--- src/datapath_pkg.sv ---
// ----------------------------------------------------------
// Shared definitions for the three-stage toy core
// Widths, opcode values, instruction encoding and the
// payload types passed between the stages
// ----------------------------------------------------------

package datapath_pkg;

  // ----------------------------------------------------------
  // Widths
  // ----------------------------------------------------------

  // Register and data width
  localparam int XLEN    = 16;
  // Instruction word width
  localparam int ILEN    = 16;
  // Instruction address width
  localparam int PC_W    = 8;
  // Opcode field width
  localparam int OPC_W   = 4;
  // Register index width and register count
  localparam int REG_W   = 2;
  localparam int NREGS   = 4;
  // Immediate and data address widths
  localparam int IMM_W   = 8;
  localparam int DADDR_W = 8;

  // ----------------------------------------------------------
  // Instruction encoding
  // ----------------------------------------------------------
  // [15:12] opcode
  // [11:10] rd   destination of LI, ADD, SUB
  // [9:8]   rs1  first ALU operand, and the value written by ST
  // [7:6]   rs2  second ALU operand
  // [7:0]   imm  LI value, ST data address, JMP target
  // imm overlaps rs2, no instruction uses both
  // Unknown opcodes execute as NOP

  typedef enum logic [OPC_W-1:0] {
    OP_NOP  = 4'h0,
    OP_LI   = 4'h1,
    OP_ADD  = 4'h2,
    OP_SUB  = 4'h3,
    OP_ST   = 4'h4,
    OP_JMP  = 4'h5,
    OP_HALT = 4'h6
  } opcode_t;

  // Decoded instruction, decode to execute
  typedef struct packed {
    opcode_t          opcode;
    logic [REG_W-1:0] rd;
    logic [REG_W-1:0] rs1;
    logic [REG_W-1:0] rs2;
    logic [IMM_W-1:0] imm;
  } dec_instr_t;

  // Store queue entry, also the data memory request
  typedef struct packed {
    logic [DADDR_W-1:0] addr;
    logic [XLEN-1:0]    data;
  } store_req_t;

endpackage

--- src/payload_fifo.sv ---
// ----------------------------------------------------------
// Small circular-buffer FIFO with valid/ready on both sides
// Payload type is a parameter and flush empties the buffer
// ----------------------------------------------------------

`timescale 1ns/1ns

module payload_fifo #(
  parameter int  DEPTH = 2,
  parameter type T     = logic
) (
  input  logic clk_i,
  input  logic rst_i,
  input  logic flush_i,
  input  logic in_valid_i,
  output logic in_ready_o,
  input  T     in_data_i,
  output logic out_valid_o,
  input  logic out_ready_i,
  output T     out_data_o
);

  localparam int PTR_W = (DEPTH > 1) ? $clog2(DEPTH) : 1;
  localparam int CNT_W = $clog2(DEPTH + 1);

  // Circular storage
  T                 mem_q [DEPTH];
  logic [PTR_W-1:0] rd_ptr_q, wr_ptr_q;
  logic [CNT_W-1:0] cnt_q;
  logic             push, pop;

  assign in_ready_o  = (cnt_q != CNT_W'(DEPTH));
  assign out_valid_o = (cnt_q != '0);
  assign out_data_o  = mem_q[rd_ptr_q];

  assign push = in_valid_i && in_ready_o;
  assign pop  = out_valid_o && out_ready_i;

  // Flush wins over push and pop
  always_ff @(posedge clk_i) begin
    if (rst_i || flush_i) begin
      rd_ptr_q <= '0;
      wr_ptr_q <= '0;
      cnt_q    <= '0;
    end else begin
      if (push) begin
        wr_ptr_q <= (wr_ptr_q == PTR_W'(DEPTH - 1)) ? '0 : wr_ptr_q + PTR_W'(1);
      end
      if (pop) begin
        rd_ptr_q <= (rd_ptr_q == PTR_W'(DEPTH - 1)) ? '0 : rd_ptr_q + PTR_W'(1);
      end
      case ({push, pop})
        2'b10:   cnt_q <= cnt_q + CNT_W'(1);
        2'b01:   cnt_q <= cnt_q - CNT_W'(1);
        default: cnt_q <= cnt_q;
      endcase
    end
  end

  // Write port
  always_ff @(posedge clk_i) begin
    if (push) begin
      mem_q[wr_ptr_q] <= in_data_i;
    end
  end

endmodule

--- src/fetch_stage.sv ---
// ----------------------------------------------------------
// Fetch stage: PC, instruction memory requests, answer FIFO
// Counts outstanding requests so every answer has a slot,
// and drops stale answers after a flush
// ----------------------------------------------------------

`timescale 1ns/1ns

module fetch_stage import datapath_pkg::*; #(
  parameter int DEPTH = 2
) (
  input  logic            clk_i,
  input  logic            rst_i,
  // Redirect from execute
  input  logic            flush_i,
  input  logic [PC_W-1:0] redirect_pc_i,
  // Instruction memory request
  output logic            mem_valid_o,
  input  logic            mem_ready_i,
  output logic [PC_W-1:0] mem_addr_o,
  // Instruction memory answer
  input  logic            mem_valid_i,
  output logic            mem_ready_o,
  input  logic [ILEN-1:0] mem_instr_i,
  // Toward decode
  output logic            issue_valid_o,
  input  logic            issue_ready_i,
  output logic [ILEN-1:0] issue_instr_o
);

  localparam int CNT_W = $clog2(DEPTH + 1);

  logic             en_q;
  logic [PC_W-1:0]  pc_q, redir_pc_q;
  logic             redir_pend_q;
  logic [CNT_W-1:0] out_cnt_q, out_cnt_nxt, fifo_cnt_q, drop_cnt_q;
  logic [CNT_W:0]   used;
  logic             req_acc, ans_acc, dropping;
  logic             fifo_in_valid, fifo_in_ready, push, pop;

  // ----------------------------------------------------------
  // Request side
  // ----------------------------------------------------------

  // Slots taken, in flight plus buffered
  assign used        = {1'b0, out_cnt_q} + {1'b0, fifo_cnt_q};
  assign mem_valid_o = en_q && (used < (CNT_W + 1)'(DEPTH));
  assign mem_addr_o  = pc_q;
  assign req_acc     = mem_valid_o && mem_ready_i;

  // ----------------------------------------------------------
  // Answer side
  // ----------------------------------------------------------

  // Stale answers are taken and thrown away
  assign dropping      = (drop_cnt_q != '0);
  assign fifo_in_valid = mem_valid_i && !dropping;
  assign mem_ready_o   = dropping || fifo_in_ready;
  assign ans_acc       = mem_valid_i && mem_ready_o;
  assign push          = fifo_in_valid && fifo_in_ready;
  assign pop           = issue_valid_o && issue_ready_i;

  // Outstanding count after this edge
  always_comb begin
    out_cnt_nxt = out_cnt_q;
    if (req_acc) out_cnt_nxt = out_cnt_nxt + CNT_W'(1);
    if (ans_acc) out_cnt_nxt = out_cnt_nxt - CNT_W'(1);
  end

  always_ff @(posedge clk_i) begin
    if (rst_i) begin
      en_q         <= 1'b0;
      pc_q         <= '0;
      redir_pc_q   <= '0;
      redir_pend_q <= 1'b0;
      out_cnt_q    <= '0;
      fifo_cnt_q   <= '0;
      drop_cnt_q   <= '0;
    end else begin
      en_q      <= 1'b1;
      out_cnt_q <= out_cnt_nxt;
      if (flush_i) begin
        // FIFO empties, everything still in memory is stale
        fifo_cnt_q <= '0;
        drop_cnt_q <= out_cnt_nxt;
        if (mem_valid_o && !mem_ready_i) begin
          // Request on the bus must stay put, redirect afterwards
          redir_pend_q <= 1'b1;
          redir_pc_q   <= redirect_pc_i;
        end else begin
          redir_pend_q <= 1'b0;
          pc_q         <= redirect_pc_i;
        end
      end else begin
        case ({push, pop})
          2'b10:   fifo_cnt_q <= fifo_cnt_q + CNT_W'(1);
          2'b01:   fifo_cnt_q <= fifo_cnt_q - CNT_W'(1);
          default: fifo_cnt_q <= fifo_cnt_q;
        endcase
        // Held request is stale once it goes out
        case ({req_acc && redir_pend_q, ans_acc && dropping})
          2'b10:   drop_cnt_q <= drop_cnt_q + CNT_W'(1);
          2'b01:   drop_cnt_q <= drop_cnt_q - CNT_W'(1);
          default: drop_cnt_q <= drop_cnt_q;
        endcase
        if (req_acc) begin
          pc_q         <= redir_pend_q ? redir_pc_q : pc_q + PC_W'(1);
          redir_pend_q <= 1'b0;
        end
      end
    end
  end

  // Answer buffer toward decode
  payload_fifo #(
    .DEPTH (DEPTH),
    .T     (logic [ILEN-1:0])
  ) u_instr_fifo (
    .clk_i       (clk_i),
    .rst_i       (rst_i),
    .flush_i     (flush_i),
    .in_valid_i  (fifo_in_valid),
    .in_ready_o  (fifo_in_ready),
    .in_data_i   (mem_instr_i),
    .out_valid_o (issue_valid_o),
    .out_ready_i (issue_ready_i),
    .out_data_o  (issue_instr_o)
  );

endmodule

--- src/decode_stage.sv ---
// ----------------------------------------------------------
// Decode stage: field split plus one pipeline register
// Unknown opcodes leave here as NOP
// ----------------------------------------------------------

`timescale 1ns/1ns

module decode_stage import datapath_pkg::*; (
  input  logic            clk_i,
  input  logic            rst_i,
  input  logic            flush_i,
  // From fetch
  input  logic            in_valid_i,
  output logic            in_ready_o,
  input  logic [ILEN-1:0] in_instr_i,
  // Toward execute
  output logic            out_valid_o,
  input  logic            out_ready_i,
  output dec_instr_t      out_instr_o
);

  logic       valid_q;
  dec_instr_t instr_q;
  dec_instr_t dec;

  // Split an instruction word into its fields
  function automatic dec_instr_t decode(input logic [ILEN-1:0] instr);
    dec_instr_t d;
    case (instr[15:12])
      OP_LI, OP_ADD, OP_SUB, OP_ST, OP_JMP, OP_HALT: d.opcode = opcode_t'(instr[15:12]);
      // Anything else does nothing
      default: d.opcode = OP_NOP;
    endcase
    d.rd  = instr[11:10];
    d.rs1 = instr[9:8];
    d.rs2 = instr[7:6];
    d.imm = instr[7:0];
    return d;
  endfunction

  assign dec = decode(in_instr_i);

  // Free slot, or slot drained this cycle
  assign in_ready_o  = !valid_q || out_ready_i;
  assign out_valid_o = valid_q;
  assign out_instr_o = instr_q;

  // Valid flag
  always_ff @(posedge clk_i) begin
    if (rst_i || flush_i) begin
      valid_q <= 1'b0;
    end else if (in_ready_o) begin
      valid_q <= in_valid_i;
    end
  end

  // Payload, loaded on every accepted word
  always_ff @(posedge clk_i) begin
    if (in_valid_i && in_ready_o) begin
      instr_q <= dec;
    end
  end

endmodule

--- src/exec_stage.sv ---
// ----------------------------------------------------------
// Execute stage: register file, ALU, jumps, halt and the
// store queue toward data memory
// ----------------------------------------------------------

`timescale 1ns/1ns

module exec_stage import datapath_pkg::*; #(
  parameter int DEPTH = 2
) (
  input  logic            clk_i,
  input  logic            rst_i,
  // From decode
  input  logic            in_valid_i,
  output logic            in_ready_o,
  input  dec_instr_t      in_instr_i,
  // Redirect toward fetch and decode
  output logic            flush_o,
  output logic [PC_W-1:0] redirect_pc_o,
  output logic            halt_o,
  // Data memory request
  output logic            mem_valid_o,
  input  logic            mem_ready_i,
  output store_req_t      mem_req_o
);

  logic [XLEN-1:0] rf_q [NREGS];
  logic            halt_q;
  logic [XLEN-1:0] src1, src2;
  logic            is_st, fire;
  logic            sq_in_valid, sq_in_ready;
  store_req_t      sq_in_data;

  // ----------------------------------------------------------
  // Issue control
  // ----------------------------------------------------------

  // Operand read
  assign src1 = rf_q[in_instr_i.rs1];
  assign src2 = rf_q[in_instr_i.rs2];

  // Stall only an ST facing a full queue, stop for good after HALT
  assign is_st      = (in_instr_i.opcode == OP_ST);
  assign in_ready_o = !halt_q && (!is_st || sq_in_ready);
  assign fire       = in_valid_i && in_ready_o;

  // Jump resolves here, one-cycle pulse
  assign flush_o       = fire && (in_instr_i.opcode == OP_JMP);
  assign redirect_pc_o = in_instr_i.imm;
  assign halt_o        = halt_q;

  // Store entry
  assign sq_in_valid     = fire && is_st;
  assign sq_in_data.addr = in_instr_i.imm;
  assign sq_in_data.data = src1;

  // ----------------------------------------------------------
  // Register file and halt flag
  // ----------------------------------------------------------

  always_ff @(posedge clk_i) begin
    if (rst_i) begin
      for (int i = 0; i < NREGS; i++) begin
        rf_q[i] <= '0;
      end
      halt_q <= 1'b0;
    end else if (fire) begin
      case (in_instr_i.opcode)
        // Zero-extended immediate
        OP_LI:   rf_q[in_instr_i.rd] <= {{(XLEN - IMM_W){1'b0}}, in_instr_i.imm};
        // Both wrap at 16 bits
        OP_ADD:  rf_q[in_instr_i.rd] <= src1 + src2;
        OP_SUB:  rf_q[in_instr_i.rd] <= src1 - src2;
        OP_HALT: halt_q <= 1'b1;
        // ST and JMP act through the queue and flush
        default: ;
      endcase
    end
  end

  // Store queue, keeps draining after HALT
  payload_fifo #(
    .DEPTH (DEPTH),
    .T     (store_req_t)
  ) u_store_fifo (
    .clk_i       (clk_i),
    .rst_i       (rst_i),
    .flush_i     (1'b0),
    .in_valid_i  (sq_in_valid),
    .in_ready_o  (sq_in_ready),
    .in_data_i   (sq_in_data),
    .out_valid_o (mem_valid_o),
    .out_ready_i (mem_ready_i),
    .out_data_o  (mem_req_o)
  );

endmodule

--- src/datapath.sv ---
// ----------------------------------------------------------
// Core datapath top level
// Fetch, decode and execute stages between the instruction
// and data memory ports
// ----------------------------------------------------------

`timescale 1ns/1ns

module datapath import datapath_pkg::*; #(
  parameter int FETCH_FIFO_DEPTH = 2,
  parameter int STORE_FIFO_DEPTH = 2
) (
  // Clock and reset
  input  logic            clk_i,
  input  logic            rst_i,
  // Status
  output logic            mem_flush_o,
  output logic            halt_o,
  // Instruction memory
  output logic            ins_mem_valid_o,
  input  logic            ins_mem_ready_i,
  output logic [PC_W-1:0] ins_mem_addr_o,
  input  logic            ins_mem_valid_i,
  output logic            ins_mem_ready_o,
  input  logic [ILEN-1:0] ins_mem_instr_i,
  // Data memory, stores only
  output logic            data_mem_valid_o,
  input  logic            data_mem_ready_i,
  output store_req_t      data_mem_req_o
);

  // ----------------------------------------------------------
  // Stage to stage signals
  // ----------------------------------------------------------

  // Fetch to decode
  logic            f_valid;
  logic            d_ready;
  logic [ILEN-1:0] f_instr;
  // Decode to execute
  logic            d_valid;
  logic            x_ready;
  dec_instr_t      d_instr;
  // Jump redirect
  logic            flush;
  logic [PC_W-1:0] redirect_pc;

  fetch_stage #(
    .DEPTH (FETCH_FIFO_DEPTH)
  ) u_fetch_stage (
    .clk_i         (clk_i),
    .rst_i         (rst_i),
    .flush_i       (flush),
    .redirect_pc_i (redirect_pc),
    .mem_valid_o   (ins_mem_valid_o),
    .mem_ready_i   (ins_mem_ready_i),
    .mem_addr_o    (ins_mem_addr_o),
    .mem_valid_i   (ins_mem_valid_i),
    .mem_ready_o   (ins_mem_ready_o),
    .mem_instr_i   (ins_mem_instr_i),
    .issue_valid_o (f_valid),
    .issue_ready_i (d_ready),
    .issue_instr_o (f_instr)
  );

  decode_stage u_decode_stage (
    .clk_i       (clk_i),
    .rst_i       (rst_i),
    .flush_i     (flush),
    .in_valid_i  (f_valid),
    .in_ready_o  (d_ready),
    .in_instr_i  (f_instr),
    .out_valid_o (d_valid),
    .out_ready_i (x_ready),
    .out_instr_o (d_instr)
  );

  exec_stage #(
    .DEPTH (STORE_FIFO_DEPTH)
  ) u_exec_stage (
    .clk_i         (clk_i),
    .rst_i         (rst_i),
    .in_valid_i    (d_valid),
    .in_ready_o    (x_ready),
    .in_instr_i    (d_instr),
    .flush_o       (flush),
    .redirect_pc_o (redirect_pc),
    .halt_o        (halt_o),
    .mem_valid_o   (data_mem_valid_o),
    .mem_ready_i   (data_mem_ready_i),
    .mem_req_o     (data_mem_req_o)
  );

  // Jump flush seen by the memories
  assign mem_flush_o = flush;

endmodule

--- config.mk ---
export PLATFORM = sky130hd
export DESIGN_NAME = datapath
export DESIGN_NICKNAME = d
export VERILOG_FILES = /design/src/datapath_pkg.sv /design/src/payload_fifo.sv /design/src/fetch_stage.sv /design/src/decode_stage.sv /design/src/exec_stage.sv /design/src/datapath.sv
export SDC_FILE = /design/constraint.sdc
export NUM_CORES = 1
export LEC_CHECK = 0
export ABC_AREA = 1
export BUFFER_PORTS_ARGS = -buffer_cell sky130_fd_sc_hd__buf_2
export CORE_MARGIN = 8
export CORE_UTILIZATION = 60
export CTS_CLUSTER_DIAMETER = 30
export DETAILED_ROUTE_END_ITERATION = 12
export PLACE_DENSITY = 0.83
export SYNTH_ARGS = -nofsm -noshare
export SYNTH_HDL_FRONTEND = slang
export SYNTH_SLANG_ARGS = --single-unit
export TNS_END_PERCENT = 100
--- constraint.sdc ---
create_clock -name clk_i -period 6.7 [get_ports clk_i]
set_clock_uncertainty 0.2 [all_clocks]
set_input_delay 0.67 -clock clk_i [delete_from_list [all_inputs] [get_ports clk_i]]
set_output_delay 0.67 -clock clk_i [all_outputs]
set_load 0.02 [all_outputs]
## Word-level counts from Yosys, hierarchy flattened

Memories as Yosys holds them, arrays and structs flattened. A register that Yosys moved wholly into a read port is not among the register bits.
Index checks and enable logic that the tools add are counted.

| word-level totals | value |
|---|---|
| memories kept | 3 |
| RAM bits | 144 |
| output and inout port bits | 37 |
| register bits after elaboration | 52 |
| logic and storage cells | 150 |

Memory list:

| name | depth | width | rd ports | clocked after Yosys merged registers in | wr ports | line | text |
|---|---|---|---|---|---|---|---|
| u_exec_stage.rf_q | 4 | 16 | 2 | 2 | 4 | exec_stage.sv:27 | `logic [XLEN-1:0] rf_q [NREGS];` |
| u_exec_stage.u_store_fifo.mem_q | 2 | 24 | 1 | 1 | 1 | payload_fifo.sv:27 | `T mem_q [DEPTH];` |
| u_fetch_stage.u_instr_fifo.mem_q | 2 | 16 | 1 | 1 | 1 | payload_fifo.sv:27 |  |

| cells by class | value |
|---|---|
| mux-type cells | 48 |
| reduce and logical (&&, ||, !) cells | 37 |
| equal/unequal tests | 21 |
| bitwise logic cells | 2 |
| add/sub/neg operators | 18 |
| $lt $le $gt $ge | 1 |

Operators by type and width:

| cell | count |
|---|---|
| 16-bit two-way mux | 3 |
| 8-bit two-way mux | 4 |
| 1-bit two-way mux | 31 |
| 4-bit by 3-bit equality test with 1-bit output (second input constant) | 6 |
| 16-bit adder | 1 |
| 4-bit by 2-bit equality test with 1-bit output (second input constant) | 4 |
| 2-bit one-hot mux with 2 select lines | 4 |
| 16-bit OR reduction | 1 |
| 16-bit subtractor | 1 |
| 1-bit logical AND | 15 |
| 2-bit two-way mux | 6 |
| 2-bit nonzero test | 6 |
| 2-bit by 1-bit adder with 2-bit output (second input constant) | 5 |
| 2-bit by 1-bit subtractor with 2-bit output (second input constant) | 5 |
| 8-bit by 1-bit adder with 8-bit output (second input constant) | 1 |
| 4-bit by 1-bit equality test with 1-bit output (second input constant) | 2 |
| 2-bit by 1-bit equality test with 1-bit output (second input constant) | 3 |
| 2-bit equality test (second input constant) | 3 |
| 2-bit != test (second input constant) | 3 |
| 2-bit AND reduction | 3 |
| 6-bit OR reduction | 1 |
| 1-bit zero test | 5 |
| 1-bit adder (second input constant) | 4 |
| 1-bit logical OR | 4 |
| 5 further kinds | 6 |

## Depth between registers and ports, before layout

| depth | value |
|---|---|
| depth in word-level cells | 12 |
| mapped depth | 20 |
| gate-level depth less buffers | 18 |

## Modules after synthesis

From an unflattened synthesis, not the netlist that was laid out.

| second synthesis, totals | value |
|---|---|
| cell total of the unflattened synthesis | 1225 |
| area, all modules | 11040.6 sq um |

Modules (own cells, without submodules):

| module | area an instance (sq um) | cells each | seq. area each (sq um) | times used |
|---|---|---|---|---|
| exec_stage | 5474.0 | 785 | 1941.9 | 1 |
| payload_fifo at u_exec_stage.u_store_fifo | 2093.3 | 113 | 1541.5 | 1 |
| payload_fifo at u_fetch_stage.u_instr_fifo | 1462.7 | 88 | 1061.0 | 1 |
| fetch_stage | 1426.4 | 207 | 480.5 | 1 |
| decode_stage | 584.3 | 32 | 500.5 | 1 |

## Worst setup path after synthesis

Ideal clock, no wire load.

| path | value |
|---|---|
| path type | flip-flop to flip-flop |
| start | reg (tool-made name) |
| end | mem u_exec_stage.rf_q[0][8], data pin |
| required time | 6.243 ns |
| path slack | 3.719 ns |
| library setup time | 0.257 ns |
| stages on the path, launching flop included | 19 |
| arrival | 2.524 ns |
| path buffers | 2 |
| cell sequence | dfxtp_1 inv_1 clkbuf_1 buf_1 o21ai_0 o22ai_1 ha_1 inv_1 fa_1 nand2_1 nand2_1 nand2_1 inv_1 a21oi_1 nand2_1 nand2_1 nand2_1 inv_2 nor2_1 |

RTL lines:

| what | line |
|---|---|
| end: declaration | exec_stage.sv:27 |

==> qor.csv <==
metric,value,unit
clock latency on the worst-skew pair,0.44,ns
RePlAce Congestion,0.972,
Final Max Slew Viols,0,
setup repair bufs after CTS,0,
CP Launch Type,flop,
cell with the most instances after synthesis,nand2_1,
die span in y,149,µm
Initial Util,0.612,
final setup violation count,0,
Total GRT Usage,0.230,
largest net degree at the start of global routing,34,
global-route wire length before repair,39.8,mm
Final ANT Viol Nets,0,
initial drt markers,893,
HPWL after DPL,17.7,mm
count of unique library cells instantiated by Yosys,50,
DIE WIDTH,149,µm
maxcap violations,0,
final wirelength,25.3,mm
num ports,58,
Ys Warns,0,
layout cells sized above 1,0.120,
min cycle time layout,4.51,ns
Tightest Pin Transition,1.06,ns
"top cells by area, synth","edfxtp_1, nand2_1, dfxtp_1",
Cell Rows,48,
share of the synthesized area in the top cell type,0.455,
CTS tree,done,
Synth Flop Type,edfxtp_1,
Critical Path RT,6.68,ns
mapped cell area,0.0106,mm²
Async SR Flop Fraction,0,
# resized after CTS,0,
sum of negative setup slack,0,ns
Post-Layout Cell Count,1466,
Setup WS post-layout,2.19,ns
placed standard-cell area,0.0110,mm²
core area,0.0172,mm²
Fin. Hold Viols,0,
synth-to-layout area growth,9.96,%
Post-CTS Hold Buffers,0,
critical path class,flop to flop,
DIE AREA,0.0221,mm²
CTS HTree Levels,4,
PortBufs,57,
CTS root buffer,clkbuf_16,
final net count,1286,
clk buf depth,2,
"Max FO, Critical Path",33,
total iterations of the first detailed-routing run,8,
post-synthesis cell count,1185,
vias,8580,
syn_area_per_cell,8.91,µm²
Placed Instances,1434,
DR vias/cell,5.85,
post-route cell area,0.0116,mm²
Yosys reg bits,200,
Synth Net Count,1243,
antenna cells,0,
max_slew headroom,0.290,
Tcrit/Tclk final,0.674,
post-place setup slack,2.36,ns
initial antenna violation count,0,
CTS Buf Count,17,
drt wl/cell,17.3,µm
DRC errors left,0,
fmax,222,MHz
Power Dens Cells,509,mW/mm²
"Seq/Total Area, Yosys",0.531,
status,"finished, final reports clean",
crit end category,flop,
Leak,4.97,nW
Commonest cells post-synth,"nand2_1, nor2_1, edfxtp_1",
vias in the first global route,7989,
peak supply drop,0.261,mV
Hold Path Class,input pin to flop,
GRT overflow,0,
Post-synth EDFFs,160,
CTS clock-pin slew for the worst setup and hold paths,0.08,ns
final core occ,0.673,
FILL cells,1286,
CP arrival,4.49,ns
RSZ-0062 raised after global routing,false,
post-synth top area cell,edfxtp_1,
clock sinks,200,
-- routing by layer --
| metal | part of all wire | GRT usage |
|---|---|---|
| met4 | 0.032 | 0.107 |
| met3 | 0.11 | 0.0498 |
| met1 | 0.40 | 0.292 |
| met5 | 0 | 0 |
| met2 | 0.46 | 0.368 |
-- power breakdown --
group / switching, W / internal [W] / total (W)
clock network: 0.000505 / 0.000575 / 0.00108
registers: 0.000212 / 0.00161 / 0.00182
logic: 0.00208 / 0.000925 / 0.00301
-- state kept, by name, indices dropped and copies added (netlist names), 2 cells and up, named ones only --
signal                            cells
u_fetch_stage.u_instr_fifo.mem_q     32
u_fetch_stage.fifo_cnt_q              2
u_decode_stage.out_instr_o           16
u_fetch_stage.out_cnt_q               2
u_exec_stage.rf_q                    64
u_fetch_stage.mem_addr_o              8
u_fetch_stage.drop_cnt_q              2
u_fetch_stage.redir_pc_q              8
u_exec_stage.u_store_fifo.mem_q      48
u_exec_stage.u_store_fifo.cnt_q       2
u_fetch_stage.u_instr_fifo.cnt_q      2
-- stage by stage --
| stage | hold slack, ns | power, W |
|---|---|---|
| floorplan | 0.226 | 0.00399 |
| global placement | 0.235 | 0.00465 |
| detailed placement | 0.254 | 0.00473 |
| CTS | 0.205 | 0.00582 |
| global route | 0.205 | 0.00630 |
| finish | 0.211 | 0.00591 |
-- critical path, stage by stage, from the launching register on --
cell,delay (ns)
dfxtp_1,1.03
inv_1,0.72
o21ai_0,0.37
o22ai_1,0.23
ha_1,0.52
inv_1,0.15
nor3_1,0.30
and2_1,0.17
nand2_1,0.07
nand3_1,0.09
nand3_1,0.07
nand2_1,0.23
nor2_1,0.07
-- cells by family after synthesis --
group	count (synthesis)	share of synthesized area
buf+inv	162	0.0619
simple gates	547	0.215
xor+xnor	20	0.0166
compound gates	192	0.102
flops	200	0.531
fa+ha+maj	37	0.0460
other cells	1	0.000355
mux	26	0.0275
-- final cells by class --
| cell class | count | area [µm²] | area share |
|---|---|---|---|
| clock buffer | 17 | 425 | 0.0366 |
| clock inverter | 15 | 201 | 0.0174 |
| inverter | 124 | 468 | 0.0403 |
| multi-input combinational | 823 | 4300 | 0.371 |
| sequential | 200 | 5610 | 0.483 |
| tap | 225 | 282 | 0.0243 |
| timing repair buffer | 62 | 323 | 0.0278 |
-- final timing paths --
kind	startpoint	to	slack (ns)	depth (start not counted)
max reg2reg	flop	u_exec_stage.rf_q[1][15]	2.19	12
min reg2reg	u_exec_stage.u_store_fifo.rd_ptr_q	u_exec_stage.u_store_fifo.rd_ptr_q	0.29	1
max	flop	u_exec_stage.rf_q[1][15]	2.19	12
min	ins_mem_instr_i[5]	u_fetch_stage.u_instr_fifo.mem_q[1][5]	0.21	1
-- cells in the final DEF (no fill, tap or decap), types with 34 or more instances in the layout --
master	count
nand3_1	55
dfxtp_1	40
buf_2	57
a21oi_1	63
inv_1	116
nor2_1	164
nand2_1	287
edfxtp_1	160
o21ai_0	76
ha_1	34
(Power assumes the default switching activity.)
